## src/datapath_cfg.svh

```systemverilog
`ifndef DATAPATH_CFG_SVH
`define DATAPATH_CFG_SVH

// width of the shared bus and of every register except Z
`define WORD_WIDTH 32

// number of general registers, one strobe bit each for load and to-bus
`define REG_COUNT 16

// width of the ALU operation code
`define OPCODE_WIDTH 5

`endif

```

## src/busPkg.sv

```systemverilog
`default_nettype none

`include "datapath_cfg.svh"

package busPkg;

    // who is driving the shared bus this cycle
    typedef enum logic [3:0] {
        srcNone,
        srcReg,
        srcPc,
        srcZHigh,
        srcZLow,
        srcHi,
        srcLo,
        srcMdr,
        srcInPort,
        srcC
    } busSource;

    typedef logic [$clog2(`REG_COUNT)-1:0] regIndex;

endpackage

`default_nettype wire

```

## src/busEncoder.sv

```systemverilog
`timescale 1ns/1ps
`default_nettype none

`include "datapath_cfg.svh"

module busEncoder (
    input  logic [`REG_COUNT-1:0] regToBus,
    input  logic                  pcToBus,
    input  logic                  zHighToBus,
    input  logic                  zLowToBus,
    input  logic                  hiToBus,
    input  logic                  loToBus,
    input  logic                  mdrToBus,
    input  logic                  inPortToBus,
    input  logic                  cToBus,
    output busPkg::busSource      source,
    output busPkg::regIndex       regSelect
);

    import busPkg::*;

    logic regHit;

    // scan downward so the lowest set index wins
    always_comb begin
        regHit    = 1'b0;
        regSelect = '0;
        for (int i = `REG_COUNT - 1; i >= 0; i--) begin
            if (regToBus[i]) begin
                regHit    = 1'b1;
                regSelect = regIndex'(i);
            end
        end
    end

    always_comb begin
        if (regHit)           source = srcReg;
        else if (pcToBus)     source = srcPc;
        else if (zHighToBus)  source = srcZHigh;
        else if (zLowToBus)   source = srcZLow;
        else if (hiToBus)     source = srcHi;
        else if (loToBus)     source = srcLo;
        else if (mdrToBus)    source = srcMdr;
        else if (inPortToBus) source = srcInPort;
        else if (cToBus)      source = srcC;
        else                  source = srcNone; // bus floats to zero
    end

endmodule

`default_nettype wire

```

## config.mk

```make
export PLATFORM = sky130hd
export DESIGN_NAME = busEncoder
export DESIGN_NICKNAME = d
export VERILOG_FILES = /design/src/busPkg.sv /design/src/busEncoder.sv
export VERILOG_INCLUDE_DIRS = /design/src /design/src/src
export SDC_FILE = /design/constraint.sdc
export NUM_CORES = 1
export LEC_CHECK = 0
export BUFFER_PORTS_ARGS = -buffer_cell sky130_fd_sc_hd__buf_2
export CAP_MARGIN = 20
export CORE_AREA = 2 2 39 41
export DETAILED_ROUTE_END_ITERATION = 12
export DIE_AREA = 0 0 41 43
export GPL_TIMING_DRIVEN = 0
export PLACE_DENSITY = 0.57
export SETUP_SLACK_MARGIN = 0.02
export SLEW_MARGIN = 20
export SYNTH_ARGS = -nofsm -noshare
export SYNTH_HDL_FRONTEND = slang
export SYNTH_SLANG_ARGS = --single-unit
```

## constraint.sdc

```tcl
create_clock -name vclk -period 2.4
set_clock_uncertainty 0.05 [all_clocks]
set_input_delay 0.12 -clock vclk [all_inputs]
set_output_delay 0.12 -clock vclk [all_outputs]
set_load 0.1 [all_outputs]
```

==> flow_summary.ini <==
[run_status]
outcome = finished clean

[critical_path]
crit_type = in -> out
end_kind = output pin
cp_max_fo = 3
crit_arrival_ns = 1.85
cp_data_required_time_ns = 2.23
cp-start-kind = input port

[placement]
port_buffers = 32
hpwl_um = 823
place_congestion = 0.654
dp_worst_setup_slack_ns = 0.360
placed_area_um2 = 495

[timing]
finalMaxSlewViolations = 0
finalSetupViolCount = 0
worstMarginPinSlew_ns = 0.488
finalHoldViolations = 0
rsz0062_at_grt = false
max_freq_mhz = 495
final.min_clock_period_ns = 2.02
fin_crit_sh = 0.841
relSlewSlack = 0.677
setup_slack_ns = 0.381
tns_ns = 0

[cells_and_area]
multiInputGateArea_um2 = 304
area_growth_pct = 77.6
final_area_um2 = 495
seq_cells = 0
fin_nets = 101
drive_gt1_frac = 0.587
regArea_um2 = 0
clock_buffers = 0
nFillCells = 161
diodes = 0

[floorplan]
start_util = 0.202
dieArea_um2 = 1760
die_y_um = 43
num_io_pins = 32
fp-row-count = 14
core_area_um2 = 1380
die_w_um = 41

[yosys]
ys_seq_area_frac = 0
yosys.area_share.simple = 0.623
synth_cells = 43
synth_compound_area_frac = 0.336
yosys_warnings = 0
yosys.area.top_type = nor2_1
synth_area_per_cell_um2 = 6.49
synthesis.area_um2 = 279
synth_top_family_by_area = simple AND/OR/NAND/NOR gates
synth_nets = 67
synthAdderAreaFrac = 0
synth_top_area_frac = 0.148
muxShareOfSynthArea = 0
synthXorXnorAreaFrac = 0
synthTopCellsByArea = nor2_1 15%, or4_4 12%, or4_1 8.1%
synthDistinctLibCells = 23

[drt]
detail-route-antenna-nets = 0
initialDrtViolationCount = 2
drt-total-wl_um = 881
num_vias = 453
post_drt_wl_per_cell_um = 9.68
drc = 0
via_per_inst = 4.98
drt_pass1_iterations = 4

[global_routing]
overflow = 0
grt_pass1_vias = 380
grt_max_degree = 6
grt_usage = 0.0969
grt_antenna_before_repair = 0
grt_first_pass_wirelength_um = 1290

[clock_network]
cts_resized = 0
cts_hold_buf = 0
cts_setup_buffers = 0

[min_path]
min-delay-path-class = in -> out
hold_depth = 3

[job]
cap_violations = 0

[power]
power_density_nw_per_um2 = 164
power_leakage_nw = 0.238
peakVddDrop_mv = 0.0739
==> Yosys cell counts, drive strengths merged <==
master / number
nor2b: 1
nor4: 2
nor3b: 1
a211oi: 1
o21ai: 2
o32ai: 1
nor2: 11
o221a: 1
nand2: 1
or4: 6
o31ai: 1
nor3: 2
o311ai: 1
a21oi: 2
a21boi: 1
o21bai: 1
o41ai: 1
nand2b: 2
a31oi: 1
inv: 3
and2b: 1
==> logic make-up after synthesis <==
logic type             Yosys count
AO/OA/AOI/OAI                   13
buffers and inverters            3
AND/OR/NAND/NOR                 27
==> routing by layer <==
layer,track usage,part of all wire,up-vias
li1,-,-,235
met1,0.101,0.39,194
met2,0.197,0.49,24
met3,0.0105,0.12,0
met4,0,0,0
met5,0,0,-
==> worst paths after layout <==
kind	from	to	slack (ns)
hold / removal	regToBus[4]	regSelect[0]	0.64
setup / recovery	regToBus[3]	source[3]	0.38
==> metrics by stage <==
stage                util  hold slack, ns  instances  total power, mW
floorplan               -           0.511         43           0.0465
global placement    0.358           0.650         91           0.0809
detailed placement  0.358           0.648         91           0.0816
CTS                 0.358           0.649         91           0.0818
global route        0.358           0.672         91           0.0880
finish              0.358           0.644         91           0.0811
==> power by group <==
group	switching [mW]	total (mW)	internal, mW	leakage (nW)
logic	0.0515	0.0811	0.0296	0.238
registers	0	0	0	0
clock network	0	0	0	0
==> cells in the final DEF, fill, tap and decap left out, drive strengths merged <==
cell type / Yosys / routed
nand2b: 2 / 2
inv: 3 / 3
o311ai: 1 / 1
a21oi: 2 / 2
and2b: 1 / 1
o41ai: 1 / 1
a31oi: 1 / 1
a21boi: 1 / 1
a211oi: 1 / 1
o21bai: 1 / 1
nand2: 1 / 1
nor4: 2 / 2
o32ai: 1 / 1
or4: 6 / 6
buf: 0 / 32
o21ai: 2 / 2
o31ai: 1 / 1
o221a: 1 / 1
nor2: 11 / 11
nor3: 2 / 2
nor3b: 1 / 1
nor2b: 1 / 1
==> layout make-up <==
| type | count | area share |
|---|---|---|
| multi-input combinational | 40 | 0.614 |
| timing repair buffer | 32 | 0.323 |
| tap | 16 | 0.0404 |
| inverter | 3 | 0.0227 |
==> critical path, stage by stage <==
cell     delay [ns]
buf_2          0.11
or4_4          0.57
nor4_4         0.36
nand2_1        0.15
nor2_2         0.12
buf_2          0.42
Note: power is estimated with default switching activity, not from simulation.
