File: config.mk
export PLATFORM = sky130hd
export DESIGN_NAME = registerFile
export DESIGN_NICKNAME = d
export VERILOG_FILES = /design/src/busPkg.sv /design/src/registerFile.sv
export VERILOG_INCLUDE_DIRS = /design/src /design/src/src
export SDC_FILE = /design/constraint.sdc
export NUM_CORES = 1
export LEC_CHECK = 0
export BUFFER_PORTS_ARGS = -buffer_cell sky130_fd_sc_hd__buf_2
export CAP_MARGIN = 20
export CORE_MARGIN = 3
export CORE_UTILIZATION = 32
export CTS_CLUSTER_DIAMETER = 100
export DETAILED_ROUTE_END_ITERATION = 10
export PLACE_DENSITY_LB_ADDON = 0.3
export SLEW_MARGIN = 20
export SYNTH_ARGS = -nofsm -noshare
export SYNTH_HDL_FRONTEND = slang
export SYNTH_SLANG_ARGS = --single-unit
File: constraint.sdc
create_clock -name Clock -period 1.39 [get_ports Clock]
set_input_delay 0.0695 -clock Clock [delete_from_list [all_inputs] [get_ports Clock]]
set_output_delay 0.0695 -clock Clock [all_outputs]
set_load 0.005 [all_outputs]
File: src/datapath_cfg.svh
`ifndef DATAPATH_CFG_SVH
`define DATAPATH_CFG_SVH

// width of the shared bus and of every register except Z
`define WORD_WIDTH 32

// number of general registers, one strobe bit each for load and to-bus
`define REG_COUNT 16

// width of the ALU operation code
`define OPCODE_WIDTH 5

`endif

File: src/busPkg.sv
`default_nettype none

`include "datapath_cfg.svh"

package busPkg;

    // who is driving the shared bus this cycle
    typedef enum logic [3:0] {
        srcNone,
        srcReg,
        srcPc,
        srcZHigh,
        srcZLow,
        srcHi,
        srcLo,
        srcMdr,
        srcInPort,
        srcC
    } busSource;

    typedef logic [$clog2(`REG_COUNT)-1:0] regIndex;

endpackage

`default_nettype wire

File: src/registerFile.sv
`timescale 1ns/1ps
`default_nettype none

`include "datapath_cfg.svh"

module registerFile (
    input  logic                   Clock,
    input  logic                   reset,
    input  logic [`REG_COUNT-1:0]  regLoad,   // one bit per register
    input  logic [`WORD_WIDTH-1:0] writeData,
    input  busPkg::regIndex        readIndex,
    output logic [`WORD_WIDTH-1:0] readData
);

    logic [`WORD_WIDTH-1:0] regs [`REG_COUNT];

    always_ff @(posedge Clock) begin
        if (reset) begin
            for (int i = 0; i < `REG_COUNT; i++) begin
                regs[i] <= '0;
            end
        end else begin
            for (int i = 0; i < `REG_COUNT; i++) begin
                if (regLoad[i]) begin
                    regs[i] <= writeData; // several may load the same bus word
                end
            end
        end
    end

    assign readData = regs[readIndex]; // combinational read

endmodule

`default_nettype wire

==> flow_metrics.tcl, run 1 <==
set metrics [dict create \
    grt_antenna_before_repair 2 \
    powerDensity_mw_per_mm2 1360 \
    cp_max_fo 1 \
    rows 94 \
    cp-end-kind "primary output" \
    synth-xor-area-share 0 \
    die_w_um 266 \
    slew_viol_final 0 \
    yosys.area_share.adder 0 \
    status "finished, violations left" \
    syn_area_mm2 0.0217 \
    synth_top_family_by_area "multiplexers" \
    htree_levels 2 \
    period_share 1.45 \
    violations "setup timing" \
    yosys.area_share.simple 0.113 \
    ys_seq_elements 512 \
    diodes 0 \
    clock_path_buffers 3 \
    nFillCells 5986 \
    drcViolationCount 0 \
    hold_start "writeData[8]" \
    dp_hpwl_um 32300 \
    leakagePower_nw 9.40 \
    worst_slew_pin_slew_ns 1.07 \
    largestRegisters "regs (512)" \
    crit_type "reg -> out" \
    port-buffer-count 85 \
    synthCells 1218 \
    synth_fp_nets 1272 \
    clk_pin_slew_ns 0.06 \
    drive_above_1_share 0.317 \
    regMostFlops "regs" \
    cts.sinks 512 \
    regArea_mm2 0.0154 \
    layout_commonest_cell "edfxtp_1" \
    cts_tree "built" \
    start_util 0.326 \
    cp.arrival_ns 1.94 \
    final_cells 2248 \
    clock.fmax_ghz 0.498 \
    yosysUniqueCellTypes 13 \
    max_cap_viol_count 0 \
    multi_input_area_mm2 0.00603 \
    critPathLaunchType "flip-flop" \
    io_pins 86 \
    fin_crit_ns 2.01 \
    hold_depth 2 \
    synth.mux.area_fraction 0.133 \
    largest_reg_flops 512 \
    dr.pass1.iters 5 \
    critPathSlowestCell "mux4_2" \
    min_to "regs[10][8]$_DFFE_PP_" \
    die_h_um 266 \
    vias 11263 \
    numCtsBuffers 49 \
    fin_nets 1400 \
    setup_ws_ns -0.620 \
    drtIter0Drc 777 \
    dieArea_mm2 0.0708 \
    routabilityCongestion 0.719 \
    grt.total_usage 0.162 \
    crit_path_max_incr_delay_ns 0.48 \
    grt_max_degree 33 \
    crit_chain "mux4_2, a22oi_2, nand2_1, buf_2" \
    seq_area_frac_synth 0.710 \
    cp.required_ns 1.32 \
    yosys_warnings 0 \
    grt_pass1_wl_um 83700 \
    max-vdd-ir-drop_mv 0.825 \
    rsz0062_at_grt "yes" \
    final_cell_mix "512 x edfxtp_1, 320 x and2_1, 128 x mux4_2, 81 x buf_2, 61 x buf_4" \
    slew_headroom 0.285 \
    antenna_left 0 \
    synth_compound_area_frac 0.0222 \
    via_per_inst 5.01 \
    cts_root_buffer "clkbuf_16" \
    totalWireLength_um 56600 \
    setup_violations 32 \
    grt_overflow 0 \
    hold_viol_final 0 \
    grt_pass1_vias 12156 \
    post_cts_buffers 0 \
    avgSynthCellArea_um2 17.8 \
    dp.cells 2157 \
    area_growth_pct 18.7 \
    hold_path_class "in -> reg" \
    wl_per_cell_um 25.2 \
    core_mm2 0.0665 \
    preCtsSetupSlack_ns -0.361 \
]
[area by class of cell]
type                       count  share of cell area
clock inverter                28             0.00823
sequential                   512               0.598
timing repair buffer         187              0.0666
clock buffer                  61              0.0503
multi-input combinational    596               0.235
tap                          864              0.0421
[through the flow]
step | cell area [um2] | util | total power, W | setup TNS (ns) | hold slack (ns)
after floorplan | 21700 | - | 0.0208 | 0 | 0.268
after global placement | 24000 | 0.361 | 0.0224 | -68.03 | 0.575
after detailed placement | 24000 | 0.361 | 0.0225 | -90.62 | 0.550
after CTS | 25700 | 0.386 | 0.0354 | -19.69 | 0.0131
after global routing | 25700 | 0.387 | 0.0363 | -20.66 | 0.0204
final | 25700 | 0.387 | 0.0350 | -17.95 | 0.0315
[metal layers]
metal / GRT usage / share of wire / up-vias / wire (um)
met4: 0.0348 / 0.016 / 4 / 878
met5: 0 / 0.00048 / - / 27
met2: 0.269 / 0.49 / 294 / 27600
met1: 0.221 / 0.44 / 6017 / 25000
li1: - / - / 4890 / -
met3: 0.0330 / 0.054 / 58 / 3070
[what timing repair did]
action                                  4_1_cts  5_1_grt
pin swaps                                    42        4
endpoints found under the hold margin         4        0
endpoints found under the setup margin       32       32
gates resized for setup                      37        6
hold buffers                                  2        0
[worst max-delay path, delay by kind of cell, from the launching register on]
family / cells / cell delay, ns
and+or+nand+nor: 1 / 0.12
DFF: 1 / 0.36
AOI/OAI and AO/OA: 1 / 0.26
buffers and inverters: 1 / 0.14
muxes: 1 / 0.48
[how the worst max path moves through the flow]
stage                     slack, ns                  endpoint                      start
final                         -0.62              readData[23]  regs[2][23]$_SDFFCE_PN0P_
after global routing          -0.70              readData[23]  regs[2][23]$_SDFFCE_PN0P_
after CTS                     -0.70              readData[23]  regs[2][23]$_SDFFCE_PN0P_
after detailed placement      -0.36              readData[23]               readIndex[0]
after global placement        -0.38              readData[23]               readIndex[0]
after floorplan                0.02  regs[0][0]$_SDFFCE_PN0P_                      reset
[synth_stat cells (all sizes together)]
cell type | number | area share
edfxtp | 512 | 0.71
and2 | 321 | 0.093
mux4 | 128 | 0.13
clkbuf | 83 | 0.014
a22oi | 64 | 0.022
nor2b | 34 | 0.0098
nand2 | 32 | 0.0055
buf | 27 | 0.0076
or2 | 16 | 0.0046
nor2 | 1 | 0.00017
[kinds of logic (layout without fill, tap and decap cells)]
kind of cell / after synthesis / after routing
multiplexers: 128 / 128
buffers and inverters: 110 / 276
flip-flops: 512 / 512
AND/OR/NAND/NOR: 404 / 404
AO/OA/AOI/OAI: 64 / 64
[power breakdown]
group	internal, W	switching (W)	total [W]
combinational	0.00160	0.00186	0.00346
sequential	0.0184	0.000326	0.0187
clock	0.00713	0.00571	0.0128
No activity file was read; power rests on OpenSTA's default activity.
==> run 2: changes to the inputs <==
Settings changed: MAX_ROUTING_LAYER set to met4.
==> run 2 against run 1 <==
Net effect: the run still ends with setup timing left; die area stayed put; hold slack better by 0.00095 ns; cell count is essentially flat; setup slack better by 0.0057 ns; power is essentially flat; non-clock buffer count stayed put; utilization is essentially flat.
==> flow_metrics.tcl, run 2 (synthesis gave the netlist of run 1 again) <==
set metrics [dict create \
    worst_slew_pin_slew_ns 1.05 \
    largest_reg_flops 512 \
    post_cts_buffers 0 \
    hold_viol_final 0 \
    grt_pass1_wl_um 83700 \
    drcViolationCount 0 \
    cp-end-kind "primary output" \
    layout_commonest_cell "edfxtp_1" \
    crit_type "reg -> out" \
    wl_per_cell_um 25.2 \
    clock.fmax_ghz 0.499 \
    rows 94 \
    setup_ws_ns -0.614 \
    placed_cell_area_mm2 0.0240 \
    grt_max_degree 33 \
    dieArea_mm2 0.0708 \
    dr.pass1.iters 5 \
    fin_nets 1400 \
    antenna_left 0 \
    violations "setup timing" \
    htree_levels 2 \
    slew_viol_final 0 \
    final_cell_mix "512 x edfxtp_1, 320 x and2_1, 128 x mux4_2, 81 x buf_2, 61 x buf_4" \
    clk_pin_slew_ns 0.06 \
    clock_path_buffers 3 \
    die_h_um 266 \
    routabilityCongestion 0.727 \
    fin_crit_ns 2.00 \
    die_w_um 266 \
    dp_hpwl_um 32300 \
    grt_antenna_before_repair 2 \
    port-buffer-count 85 \
    leakagePower_nw 9.40 \
    vias 11323 \
    cts.sinks 512 \
    drive_above_1_share 0.317 \
    cp_max_fo 1 \
    critPathLaunchType "flip-flop" \
    rsz0062_at_grt "yes" \
    utilization 0.387 \
    multi_input_area_mm2 0.00603 \
    numCtsBuffers 49 \
    drtIter0Drc 827 \
    totalWireLength_um 56700 \
    cts_tree "built" \
    period_share 1.44 \
    cp.arrival_ns 1.93 \
    max-vdd-ir-drop_mv 0.823 \
    status "finished, violations left" \
    regArea_mm2 0.0154 \
    slew_headroom 0.296 \
    grt.total_usage 0.167 \
    via_per_inst 5.03 \
    io_pins 86 \
    cp.required_ns 1.32 \
    largestRegisters "regs (512)" \
    area_growth_pct 18.7 \
    setup_violations 32 \
    nFillCells 5986 \
    preCtsSetupSlack_ns -0.361 \
    grt_overflow 0 \
    final_cell_area_mm2 0.0257 \
    start_util 0.326 \
    core_mm2 0.0665 \
    powerDensity_mw_per_mm2 1360 \
    regMostFlops "regs" \
    grt_pass1_vias 12152 \
    hold_path_class "in -> reg" \
    max_cap_viol_count 0 \
    cts_root_buffer "clkbuf_16" \
]
-- run 2: changes by cell type in the layout (fill, tap and decap cells not counted) --
cell,delta
diode_2,+2
-- run 2: repair_timing --
item                                    4_1_cts  5_1_grt
hold buffers                                  2        0
hold endpoints to repair                      4        0
resized for setup                            37        6
endpoints found under the setup margin       32       32
pin swaps                                    42        4
-- run 2: power by group --
group / total (W) / internal [W] / switching (W)
combinational: 0.00346 / 0.00160 / 0.00186
clock: 0.0128 / 0.00713 / 0.00570
sequential: 0.0187 / 0.0184 / 0.000326
total: 0.0350 / 0.0271 / 0.00789
-- run 2: final timing paths --
kind | slack, ns | start | depth (start not counted) | endpoint
setup / recovery | -0.61 | regs[2][19]$_SDFFCE_PN0P_ | 4 | readData[19]
hold / removal | 0.03 | writeData[8] | 2 | regs[12][8]$_DFFE_PP_
-- run 2: critical path, cell delays in order, from the launching register on --
cell and delay (ns):
edfxtp_1 0.37, mux4_2 0.47, a22oi_1 0.24, nand2_2 0.12, buf_2 0.15
-- run 2: metal layers --
layer,vias up,part of all wire,global-route usage,routed length [um]
met1,6050,0.44,0.221,25000
met5,-,0,-,0
met4,0,0.017,0.0348,945
li1,4891,-,-,-
met3,59,0.056,0.0326,3180
met2,323,0.49,0.269,27600
-- run 2: through the flow --
step / power [W] / cells / setup TNS [ns] / hold slack (ns)
final: 0.0350 / 2250 / -17.88 / 0.0325
after global routing: 0.0363 / 2250 / -20.66 / 0.0206
after CTS: 0.0354 / 2248 / -19.69 / 0.0131
after detailed placement: 0.0225 / 2157 / -90.62 / 0.550
after global placement: 0.0224 / 2157 / -68.03 / 0.575
after floorplan: 0.0208 / 1218 / 0 / 0.268
-- run 2: layout make-up --
cell class	instances	share of cell area
antenna	2	0.000195
clock buffer	61	0.0503
multi-input combinational	596	0.234
sequential	512	0.598
tap	864	0.0421
clock inverter	28	0.00823
timing repair buffer	187	0.0666
==> run 3: changes to the inputs <==
Settings changed: CORE_MARGIN 3 to 2.
==> run 3 against run 2 <==
Net effect: the run still ends with setup timing left; critical path depth stayed put; global-route usage is 0.46 points lower; final area increased by 0.83%; hold slack got worse by 0.026 ns; via count fell by 1.2%; clock-buffer cell count grew 3; wire length fell by 4.4%; first-iteration DRC count decreased by 5.9%; utilization about the same; sequential share of layout area fell by 0.49 points.
==> flow_metrics.tcl, run 3 (synthesis gave the netlist of run 1 again) <==
set metrics [dict create \
    status "finished, violations left" \
    violations "setup timing" \
    cp-end-kind "primary output" \
    totalWireLength_um 54200 \
    start_util 0.323 \
    final_cells 2258 \
    pwr-share-seq 0.532 \
    wl_per_cell_um 24.0 \
    period_share 1.45 \
    max_cap_viol_count 0 \
    cp_max_fo 1 \
    drtIter0Drc 778 \
    cp.arrival_ns 1.94 \
    dr.pass1.iters 5 \
    cts_root_buffer "clkbuf_16" \
    critPathLaunchType "flip-flop" \
    critPathSlowestCell "mux4_2" \
    clock.fmax_ghz 0.497 \
    largest_reg_flops 512 \
    dieArea_mm2 0.0698 \
    clk_pin_slew_ns 0.06 \
    post_cts_buffers 0 \
    drcViolationCount 0 \
    worst_slew_pin_slew_ns 1.05 \
    die_w_um 264 \
    crit_path_max_incr_delay_ns 0.48 \
    dp_hpwl_um 32100 \
    finalSetupTns_ns -17.55 \
    leakagePower_nw 9.44 \
    fin_crit_ns 2.01 \
    switching_power_w 0.00795 \
    combPwrFrac 0.100 \
    preCtsSetupSlack_ns -0.415 \
    area_growth_pct 19.7 \
    vias 11186 \
    crit_chain "mux4_2, a22oi_2, nand2_2, buf_2" \
    internal-power_w 0.0273 \
    regMostFlops "regs" \
    rows 95 \
    crit_type "reg -> out" \
    grt_max_degree 33 \
    antenna_left 0 \
    dp.cells 2166 \
    setup_ws_ns -0.624 \
    port-buffer-count 85 \
    die_h_um 264 \
    setup_violations 32 \
    io_pins 86 \
    slew_headroom 0.300 \
    htree_levels 2 \
    max-vdd-ir-drop_mv 0.926 \
    largestRegisters "regs (512)" \
    swShare 0.226 \
    numCtsBuffers 51 \
    final_cell_mix "512 x edfxtp_1, 320 x and2_1, 128 x mux4_2, 77 x buf_2, 55 x buf_4" \
    routabilityCongestion 0.714 \
    grt.total_usage 0.162 \
    cts_tree "built" \
    grt_antenna_before_repair 2 \
    drive_above_1_share 0.332 \
    rsz0062_at_grt "yes" \
    grt_overflow 0 \
    slew_viol_final 0 \
    fin_nets 1402 \
    grt_pass1_wl_um 80400 \
    p_clk_frac 0.369 \
    cp.required_ns 1.32 \
    totalPowerFinal_w 0.0352 \
    powerDensity_mw_per_mm2 1360 \
    clock_path_buffers 3 \
    grt_pass1_vias 12008 \
    layout_commonest_cell "edfxtp_1" \
    via_per_inst 4.95 \
    hold_viol_final 0 \
    cts.sinks 512 \
    core_mm2 0.0670 \
    hold_path_class "in -> reg" \
]
-- run 3: power by group through the flow --
stage / logic (W) / registers (W) / clock network [W]
after floorplan: 0.00192 / 0.0189 / 0
after global placement: 0.00334 / 0.0190 / 0
after detailed placement: 0.00338 / 0.0191 / 0
after CTS: 0.00354 / 0.0187 / 0.0132
after global routing: 0.00379 / 0.0188 / 0.0138
final: 0.00352 / 0.0187 / 0.0130
-- run 3: area by class of cell --
class	instances	area [um2]
fill	6179	41100
clock inverter	25	178
clock buffer	64	1350
timing repair buffer	187	1810
sequential	512	15400
antenna	1	2.50
tap	873	1090
multi-input combinational	596	6110
-- run 3: repair_timing --
item	4_1_cts	5_1_grt
gates resized for setup	52	14
hold buffers	2	0
pin swaps	56	9
setup endpoints to repair	32	32
endpoints found under the hold margin	7	0
-- run 3: per-layer routing --
metal	global-route usage	vias to the layer above	wire, um
met5	-	-	0
met3	0.0252	71	2740
met2	0.262	285	26600
met1	0.217	5938	23900
met4	0.0376	0	999
li1	-	4892	-
-- run 3: path summary, 6_finish.rpt --
kind / startpoint / to / slack, ns / cells past startpoint
setup / recovery: regs[3][14]$_SDFFCE_PN0P_ / readData[14] / -0.62 / 4
hold / removal: writeData[3] / regs[10][3]$_DFFE_PP_ / 0.007 / 2
-- run 3: critical path, delay by kind of cell, from the launching register on --
family | cells | cell delay (ns)
multiplexers | 1 | 0.48
flip-flops | 1 | 0.36
buffers and inverters | 1 | 0.14
AND/OR/NAND/NOR | 1 | 0.10
AO/OA/AOI/OAI | 1 | 0.27
-- run 3: stage by stage --
stage	util	hold WS, ns	instance area [um2]
5_1_grt	0.387	0.00516	25900
6_report	0.387	0.00657	25900
2_1_floorplan	-	0.268	21700
4_1_cts	0.385	0.000560	25800
3_3_place_gp	0.359	0.624	24100
3_5_place_dp	0.359	0.598	24100
